### config.mk
export PLATFORM = sky130hd
export DESIGN_NAME = pipeline_control
export DESIGN_NICKNAME = d
export VERILOG_FILES = /design/src/rv32i_pkg.sv /design/src/pipeline_control.sv
export SDC_FILE = /design/constraint.sdc
export NUM_CORES = 1
export LEC_CHECK = 0
export ABC_CLOCK_PERIOD_IN_PS = 2440
export BUFFER_PORTS_ARGS = -buffer_cell sky130_fd_sc_hd__buf_2
export CAP_MARGIN = 20
export CORE_AREA = 2 2 296 298
export CTS_CLUSTER_DIAMETER = 120
export DETAILED_ROUTE_END_ITERATION = 8
export DIE_AREA = 0 0 298 300
export PLACE_DENSITY = 0.3
export SETUP_SLACK_MARGIN = 0.15
export SLEW_MARGIN = 20
export SYNTH_ARGS = -nofsm -noshare
export SYNTH_HDL_FRONTEND = slang
export SYNTH_SLANG_ARGS = --single-unit
### constraint.sdc
create_clock -name clk -period 2.44 [get_ports clk]
set_input_delay 0.122 -clock clk [delete_from_list [all_inputs] [get_ports clk]]
set_output_delay 0.122 -clock clk [all_outputs]
set_load 0.02 [all_outputs]
### src/rv32i_pkg.sv
package rv32i_pkg;

    localparam int xlen = 32;

    typedef logic [4:0] reg_idx_t;

    // major opcodes of the supported subset.
    typedef enum logic [6:0] {
        opc_reg   = 7'b0110011,
        opc_imm   = 7'b0010011,
        opc_load  = 7'b0000011,
        opc_store = 7'b0100011
    } opcode_t;

    typedef enum logic [3:0] {
        op_add,
        op_sub,
        op_and,
        op_or,
        op_xor,
        op_addi,
        op_lw,
        op_sw,
        op_illegal
    } op_t;

    typedef enum logic [2:0] {
        use_old,
        load_invalid,
        load_ifid,
        load_idex,
        load_exmem,
        load_memwb
    } buffer_sel_t;

    typedef struct packed {
        logic [6:0] funct7;
        reg_idx_t   rs2;
        reg_idx_t   rs1;
        logic [2:0] funct3;
        reg_idx_t   rd;
        opcode_t    opcode;
    } r_fmt_t;

    typedef struct packed {
        logic [11:0] imm;
        reg_idx_t    rs1;
        logic [2:0]  funct3;
        reg_idx_t    rd;
        opcode_t     opcode;
    } i_fmt_t;

    typedef struct packed {
        logic [6:0] imm_hi;
        reg_idx_t   rs2;
        reg_idx_t   rs1;
        logic [2:0] funct3;
        logic [4:0] imm_lo;
        opcode_t    opcode;
    } s_fmt_t;

    typedef union packed {
        r_fmt_t r_fmt;
        i_fmt_t i_fmt;
        s_fmt_t s_fmt;
    } instr_u;

    typedef struct packed {
        op_t      op;
        reg_idx_t rs1;      // zero when the op reads no rs1.
        reg_idx_t rs2;      // zero when the op reads no rs2.
        reg_idx_t rd;
        logic     reg_we;
        logic     mem_rd;
        logic     mem_wr;
    } inst_t;

    typedef struct packed {
        logic [xlen-1:0] pc;
        instr_u          instruction;
        logic [xlen-1:0] imm;
        logic [xlen-1:0] rs1_out;
        logic [xlen-1:0] rs2_out;
        logic [xlen-1:0] alu_out;   // holds the retire value once past MEM.
        logic [xlen-1:0] mem_rdata;
    } packet_data_t;

    typedef struct packed {
        logic         valid;
        inst_t        inst;
        packet_data_t data;
    } packet_t;

    typedef struct packed {
        logic            valid;
        logic [xlen-1:0] pc;
        instr_u          instr;
    } fetch_t;

    typedef struct packed {
        logic            valid;
        logic [xlen-1:0] pc;
        reg_idx_t        rd;
        logic            reg_we;
        logic [xlen-1:0] value;
    } retire_t;

endpackage

### src/pipeline_control.sv
`timescale 1ns/1ps

module pipeline_control #(
    parameter int MEM_LATENCY = 3
) (
    input  logic                   clk,
    input  logic                   rst,
    input  logic                   fetch_valid,
    input  rv32i_pkg::packet_t     ifid,
    input  rv32i_pkg::packet_t     idex,
    input  rv32i_pkg::packet_t     exmem,
    input  logic                   mem_done,
    output rv32i_pkg::buffer_sel_t sel_ifid,
    output rv32i_pkg::buffer_sel_t sel_idex,
    output rv32i_pkg::buffer_sel_t sel_exmem,
    output rv32i_pkg::buffer_sel_t sel_memwb,
    output logic                   load_ifid,
    output logic                   load_idex,
    output logic                   load_exmem,
    output logic                   load_memwb,
    output logic                   mem_start,
    output logic                   mem_commit,
    output logic                   fetch_stall
);
    import rv32i_pkg::*;

    localparam bit mem_wait_en = (MEM_LATENCY > 0);  // zero latency needs no wait.

    typedef enum logic {
        run,
        mem_wait
    } state_t;

    state_t state;
    state_t state_next;
    logic exmem_mem;
    logic raw_hit;
    logic wait_start;
    logic freeze;

    function automatic logic pending_write(input packet_t p, input reg_idx_t r);
        return (r != '0) && p.valid && p.inst.reg_we && (p.inst.rd == r);
    endfunction

    assign exmem_mem = exmem.valid && (exmem.inst.mem_rd || exmem.inst.mem_wr);
    assign raw_hit = ifid.valid &&
                     (pending_write(idex, ifid.inst.rs1) || pending_write(exmem, ifid.inst.rs1) ||
                      pending_write(idex, ifid.inst.rs2) || pending_write(exmem, ifid.inst.rs2));

    assign wait_start = (state == run) && exmem_mem && mem_wait_en;
    assign freeze = wait_start || ((state == mem_wait) && !mem_done);
    assign mem_start = wait_start;
    assign mem_commit = (state == mem_wait) ? mem_done : (exmem_mem && !mem_wait_en);

    always_ff @(posedge clk) begin
        if (rst) begin
            state <= run;
        end else begin
            state <= state_next;
        end
    end

    // the load_* port names shadow the enum values, hence the scoped names.
    always_comb begin
        state_next = state;
        if (fetch_valid) begin
            sel_ifid = rv32i_pkg::load_ifid;
        end else begin
            sel_ifid = load_invalid;
        end
        sel_idex = rv32i_pkg::load_idex;
        sel_exmem = rv32i_pkg::load_exmem;
        sel_memwb = rv32i_pkg::load_memwb;
        load_ifid = 1'b1;
        load_idex = 1'b1;
        load_exmem = 1'b1;
        load_memwb = 1'b1;
        fetch_stall = 1'b0;
        if (freeze) begin
            sel_ifid = use_old;
            sel_idex = use_old;
            sel_exmem = use_old;
            load_ifid = 1'b0;
            load_idex = 1'b0;
            load_exmem = 1'b0;
            sel_memwb = load_invalid;  // no retire while memory is busy.
            fetch_stall = 1'b1;
            if (wait_start) begin
                state_next = mem_wait;
            end
        end else begin
            if (raw_hit) begin
                sel_ifid = use_old;
                load_ifid = 1'b0;
                sel_idex = load_invalid;  // bubble into execute.
                fetch_stall = 1'b1;
            end
            if (state == mem_wait) begin
                state_next = run;
            end
        end
    end

endmodule

==> implementation parameters, run 1 <==
Parameter                              Value

Drt
  Count of routing violations after the opening detailed-route iteration    7
  First-pass detailed-route iteration total    2
  Wire length per cell after detailed routing    2.467 um
  Post-route DRC    0
  Wire length reported by the detailed router    between 3000 and 4000 um
  Antenna violation net count after detailed routing    0
  Drt via density    0.4183
  Routed via count    525

Global route
  Antenna violations before repair    5
  Most crowded layer after global routing    met1
  Via count of the first global-routing pass    488
  GR Overflow Total    0
  Overall routing resource usage    0.6554%
  Wire length of the first global-routing pass    3919 um
  Global Route met3 Usage    0.05058%
  Largest net degree at the start of global routing    8
  Met1 demand-to-capacity share in global routing    1.563%
  Met2 global-route usage    0.3433%

Placement
  Half-perimeter wire length after placement    3006 um
  Placer's final routability congestion estimate    0.6087
  Port Buf Inserts    42

Floorplan
  Die Span X    298 um
  Number of primary I/O pins    around 760
  Area enclosed by the die boundary    ~90000 sq um
  Num rows    108
  Placeable core region    86210 sq um
  Die span in y    300 um
  Starting utilization of the core area    0.5167%

Clock network
  Buffers inserted during post-CTS setup optimization    0
  Clock transition at the registers of the reported paths    0 ns
  Latest clock arrival within the worst-skew pair    0 ns
  Post-CTS resize count    0
  Quantity of hold-fixing buffers added after cts    0

Power and ir drop
  Maximum VDD drop    0.0001079 V
  Power per cell area    77.74 nW/um^2
  Reported leakage power    0.3444 nW

Setup path
  Critical path start-end classification    input pin to output pin
  Startpoint Class    input pin
  Crit path capture type    output pin
  Maximum fanout along the worst path    4
  Data required, critical path    between 2 and 2.5 ns
  WP data arrival    about 1.5 ns

Worst hold path
  Worst hold-check path type    input pin to flop

Final layout
  Leading registers by flop count    state x1
  Final layout net count    847
  Flip-flop count of the largest register after layout    1
  Commonest non-fill, non-tap cells in the layout    sky130_fd_sc_hd__buf_2, sky130_fd_sc_hd__xor2_1, sky130_fd_sc_hd__nor2_1
  Antenna diode count    0
  Biggest register    state
  Number of fill cells in the layout    10450
  Layout cell share with drive strength beyond 1    43.00%
  Most common cell after layout, fill and taps aside    sky130_fd_sc_hd__buf_2
  Area growth syn-to-layout    357.3%

Status
  Result of the run    completed

Synth
  Fraction of the yosys area taken by sequential cells    about 4.5%
  Count of warnings emitted by yosys    0
  Flip-flop and latch count after synthesis    1
  Post-synthesis cell area    445.4 sq um
  Unique cell type count in the Yosys netlist    17
  Synthesized netlist cell count    between 60 and 70
  Avg Synthesized Cell Area    6.960 sq um

STA
  Hold Fails Final Rpt    0
  Count of final setup violators    0
  Min Clock Period, post-route    1.647 ns
  Setup tns final    0 ns
  Share of the clock period used by the worst path    67.51%
  Max Transition Viols Final    0
  Fmax    607.0 MHz
  Final setup skew    0 ns
  RSZ-0062 raised after global routing    no
  Worst hold margin    0.2821 ns

Job
  Max-capacitance violation count    0
==> metal layers <==
| metal | routed length (um) | vias up |
|---|---|---|
| met1 | 2425 | 206 |
| met4 | 0 | 0 |
| met5 | 0 | - |
| li1 | - | 265 |
| met2 | 406 | 54 |
| met3 | 264 | 0 |
==> area by class of cell <==
class / count / area (sq um) / area share [%]
inverter: 2 / 7.507 / 0.3686
multi-input combinational: 54 / 346.6 / 17.01
timing repair buffer: 43 / 217.7 / 10.69
sequential: 1 / 20.02 / 0.9828
tap: 1155 / 1445 / 70.95
==> worst paths after layout <==
check                           slack (ns)                  to  cells after the start                from
worst min register to register        0.73  state$_SDFFE_PP0P_                      3  state$_SDFFE_PP0P_
worst max-delay path                  0.79         fetch_stall                      7          exmem[230]
worst max register to register        1.48  state$_SDFFE_PP0P_                      4  state$_SDFFE_PP0P_
worst min-delay path                  0.28  state$_SDFFE_PP0P_                      2                 rst
==> Yosys cell counts <==
cell type	number	area, sq um
sky130_fd_sc_hd__xor2_1	20	175.2
sky130_fd_sc_hd__buf_4	12	90.09
sky130_fd_sc_hd__nor2_1	8	30.03
sky130_fd_sc_hd__nor4_1	4	25.02
sky130_fd_sc_hd__nand2_1	3	11.26
sky130_fd_sc_hd__a22oi_1	2	15.01
sky130_fd_sc_hd__conb_1	2	7.510
sky130_fd_sc_hd__inv_1	2	7.510
sky130_fd_sc_hd__o21ai_1	2	10.01
sky130_fd_sc_hd__or4_1	2	15.01
sky130_fd_sc_hd__a21o_1	1	7.510
sky130_fd_sc_hd__and2_1	1	6.260
sky130_fd_sc_hd__dfxtp_1	1	20.02
sky130_fd_sc_hd__nor3_1	1	5.000
sky130_fd_sc_hd__nor3b_1	1	7.510
sky130_fd_sc_hd__o22ai_1	1	6.260
sky130_fd_sc_hd__or2_1	1	6.260
==> per-stage QoR <==
| step | setup slack (ns) | power [mW] | util, % | instance area [sq um] | std cells |
|---|---|---|---|---|---|
| floorplan | 0.8835 | 0.1133 | - | 464.2 | 69 |
| global placement | 0.6919 | 0.1621 | 2.363 | 2037 | 1255 |
| detailed placement | 0.7936 | 0.1601 | 2.363 | 2037 | 1255 |
| CTS | 0.7768 | 0.1608 | 2.363 | 2037 | 1255 |
| global route | 0.6819 | 0.1728 | 2.363 | 2037 | 1255 |
| finish | 0.7927 | 0.1584 | 2.363 | 2037 | 1255 |
==> power by group <==
part	internal [mW]	switching, mW
sequential	0.0179	0.000813
combinational	0.0529	0.0867
clock	0	0
==> cells by family after synthesis <==
logic type	share of synthesized area, %
flip-flops	4.495
XOR/XNOR	39.33
other	1.686
AO/OA/AOI/OAI	8.708
buffers and inverters	21.91
AND/OR/NAND/NOR	23.88
==> critical path, cell delays in order <==
cell and delay, ns:
sky130_fd_sc_hd__buf_2 0.12, sky130_fd_sc_hd__xor2_1 0.15, sky130_fd_sc_hd__nor4_1 0.33, sky130_fd_sc_hd__a22oi_1 0.15, sky130_fd_sc_hd__o22ai_1 0.34, sky130_fd_sc_hd__or2_1 0.15, sky130_fd_sc_hd__buf_2 0.15
No activity file was read; power rests on OpenSTA's default activity.
==> run 2, diff against run 1 <==
- ABC_CLOCK_PERIOD_IN_PS: 2440 -> 1350
- clock period: 2.44 -> 1.35 ns (I/O delays scaled with it)
==> implementation parameters, run 2 (synthesis gave the netlist of run 1 again) <==
Parameter                              Value

STA
  Hold Fails Final Rpt    0
  Fmax    698.4 MHz
  Worst hold margin    between 0.2 and 0.25 ns
  Min Clock Period, post-route    1.432 ns
  Final setup skew    0 ns
  Setup ws final    -0.08184 ns
  Max Transition Viols Final    0
  Share of the clock period used by the worst path    106.1%
  RSZ-0062 raised after global routing    yes
  Count of final setup violators    5

Setup path
  Worst setup slack for register-to-register paths    0.26 ns
  WP data arrival    1.36 ns
  Worst path bufs/invs    3
  Crit-path max cell delay    about 0.52 ns
  Data required, critical path    1.28 ns
  Number of cells on the worst reg-to-reg path    5
  Cell family with the largest share of critical-path delay    simple AND/OR/NAND/NOR gates
  Worst flop-to-flop path startpoint    state$_SDFFE_PP0P_
  Crit path capture type    output pin
  Dominant cell type by count on the critical path    sky130_fd_sc_hd__buf_6
  Master of the slowest instance on the critical path    sky130_fd_sc_hd__or4_4
  Startpoint Class    input pin
  Crit Reg-Reg Endpoint    state$_SDFFE_PP0P_
  Maximum fanout along the worst path    3
  Ordered cell list for the critical path    buf_6, or4_4, o21ai_2, o22ai_2, buf_6, nor3_2, buf_4
  Critical path start-end classification    input pin to output pin

Floorplan
  Die Span X    298 um
  Number of primary I/O pins    approximately 760
  Num rows    108
  Die span in y    300 um
  Placeable core region    ~86000 sq um
  Starting utilization of the core area    0.5167%
  Area enclosed by the die boundary    89400 sq um

Status
  Failing checks    negative setup slack
  Result of the run    finished, violations left

Clock network
  Latest clock arrival within the worst-skew pair    0 ns
  Clock transition at the registers of the reported paths    0 ns
  Quantity of hold-fixing buffers added after cts    0

Worst hold path
  Endpoint with the worst hold slack    state$_SDFFE_PP0P_
  Count of cells along the worst hold path    2
  Worst hold-check path type    input pin to flop
  Worst min-delay path startpoint    rst

Global route
  Largest net degree at the start of global routing    6
  Via count of the first global-routing pass    604
  Met1 demand-to-capacity share in global routing    1.243%
  Wire length of the first global-routing pass    4402 um
  Global Route met3 Usage    0.1590%
  Overall routing resource usage    less than 1%
  Met2 global-route usage    0.8749%
  Antenna violations before repair    4
  GR Overflow Total    0
  Most crowded layer after global routing    met1

Final layout
  Number of fill cells in the layout    10410
  Cell area after layout    2374 sq um
  Biggest register    state
  Layout cell share with drive strength beyond 1    63.39%
  Most common cell after layout, fill and taps aside    sky130_fd_sc_hd__buf_2
  Flip-flop count of the largest register after layout    1
  Core occupancy in the finished layout    2.753%
  Antenna diode count    0
  Area growth syn-to-layout    432.9%
  Commonest non-fill, non-tap cells in the layout    sky130_fd_sc_hd__buf_2, sky130_fd_sc_hd__xor2_1, sky130_fd_sc_hd__buf_6
  Leading registers by flop count    state x1
  Final layout net count    between 800 and 900

Job
  Max-capacitance violation count    0

Power and ir drop
  Maximum VDD drop    between 0.0001 and 0.00015 V
  Reported leakage power    approximately 0.48 nW
  Power per cell area    191.7 nW/um^2

Drt
  Post-route DRC    0
  Wire length reported by the detailed router    between 3000 and 4000 um
  Drt via density    0.4594
  Wire length per cell after detailed routing    2.775 um
  Antenna violation net count after detailed routing    0
  Count of routing violations after the opening detailed-route iteration    7
  First-pass detailed-route iteration total    2
  Routed via count    582

Placement
  Placer's final routability congestion estimate    0.6042
  Half-perimeter wire length after placement    3252 um
  Area post-placement    between 2000 and 2500 sq um
  Port Buf Inserts    42
==> run 2: changes by cell type in the layout (fill, tap and decap cells not counted), sizes merged <==
cell	before	now
buf	43	55
==> run 2: worst register-to-register path, cell delays in order, from the launching register on <==
cell and delay [ns]:
sky130_fd_sc_hd__dfxtp_2 0.31, sky130_fd_sc_hd__nor3b_4 0.20, sky130_fd_sc_hd__a21o_1 0.20, sky130_fd_sc_hd__inv_4 0.08, sky130_fd_sc_hd__buf_12 0.14, sky130_fd_sc_hd__nor2_1 0.08
==> run 2: worst max path at each step <==
stage	start	end	slack, ns	cells after the start
after floorplan	ifid[238]	sel_idex[1]	0.08	5
after global placement	ifid[240]	sel_ifid[0]	-0.14	8
after detailed placement	ifid[238]	sel_ifid[0]	-0.14	7
after CTS	ifid[238]	sel_ifid[0]	-0.09	7
after global routing	ifid[239]	sel_ifid[0]	-0.11	8
final	ifid[233]	sel_ifid[0]	-0.08	7
==> run 2: routing by layer <==
metal  part of all wire, %  wire, um
met5                  0.26         9
met4                     0         0
met3                   9.0       316
met2                    34      1189
met1                    57      2001
==> run 2: layout make-up <==
cell class	instances	area, sq um	area share [%]
Inverter	2	10.01	0.4217
Multi-Input combinational cell	54	425.4	17.92
Sequential cell	1	21.27	0.8962
Tap cell	1155	1445	60.89
Timing Repair Buffer	55	471.7	19.87
==> run 2: timing repair <==
item / in CTS / in global routing
pin swaps: 9 / 5
endpoints found under the setup margin: 9 / 10
setup buffers: 1 / 2
resized for setup: 30 / 18
cloned: 0 / 0
==> run 2: stage by stage <==
stage | setup slack [ns] | setup TNS, ns | power (mW) | cells
finish | -0.08184 | -0.2986 | 0.4550 | 1267
global route | -0.1102 | -0.4481 | 0.4918 | 1267
CTS | -0.09069 | -0.2995 | 0.4252 | 1265
detailed placement | -0.1387 | -0.5149 | 0.3659 | 1264
global placement | -0.1428 | -0.6196 | 0.3697 | 1264
floorplan | 0.08061 | 0 | 0.2197 | 69
==> run 2: power breakdown <==
group	internal, mW	switching (mW)	total (mW)	leakage, nW
clock	0	0	0	0
sequential	0.0328	0.00235	0.0352	0.00861
combinational	0.209	0.211	0.420	0.469
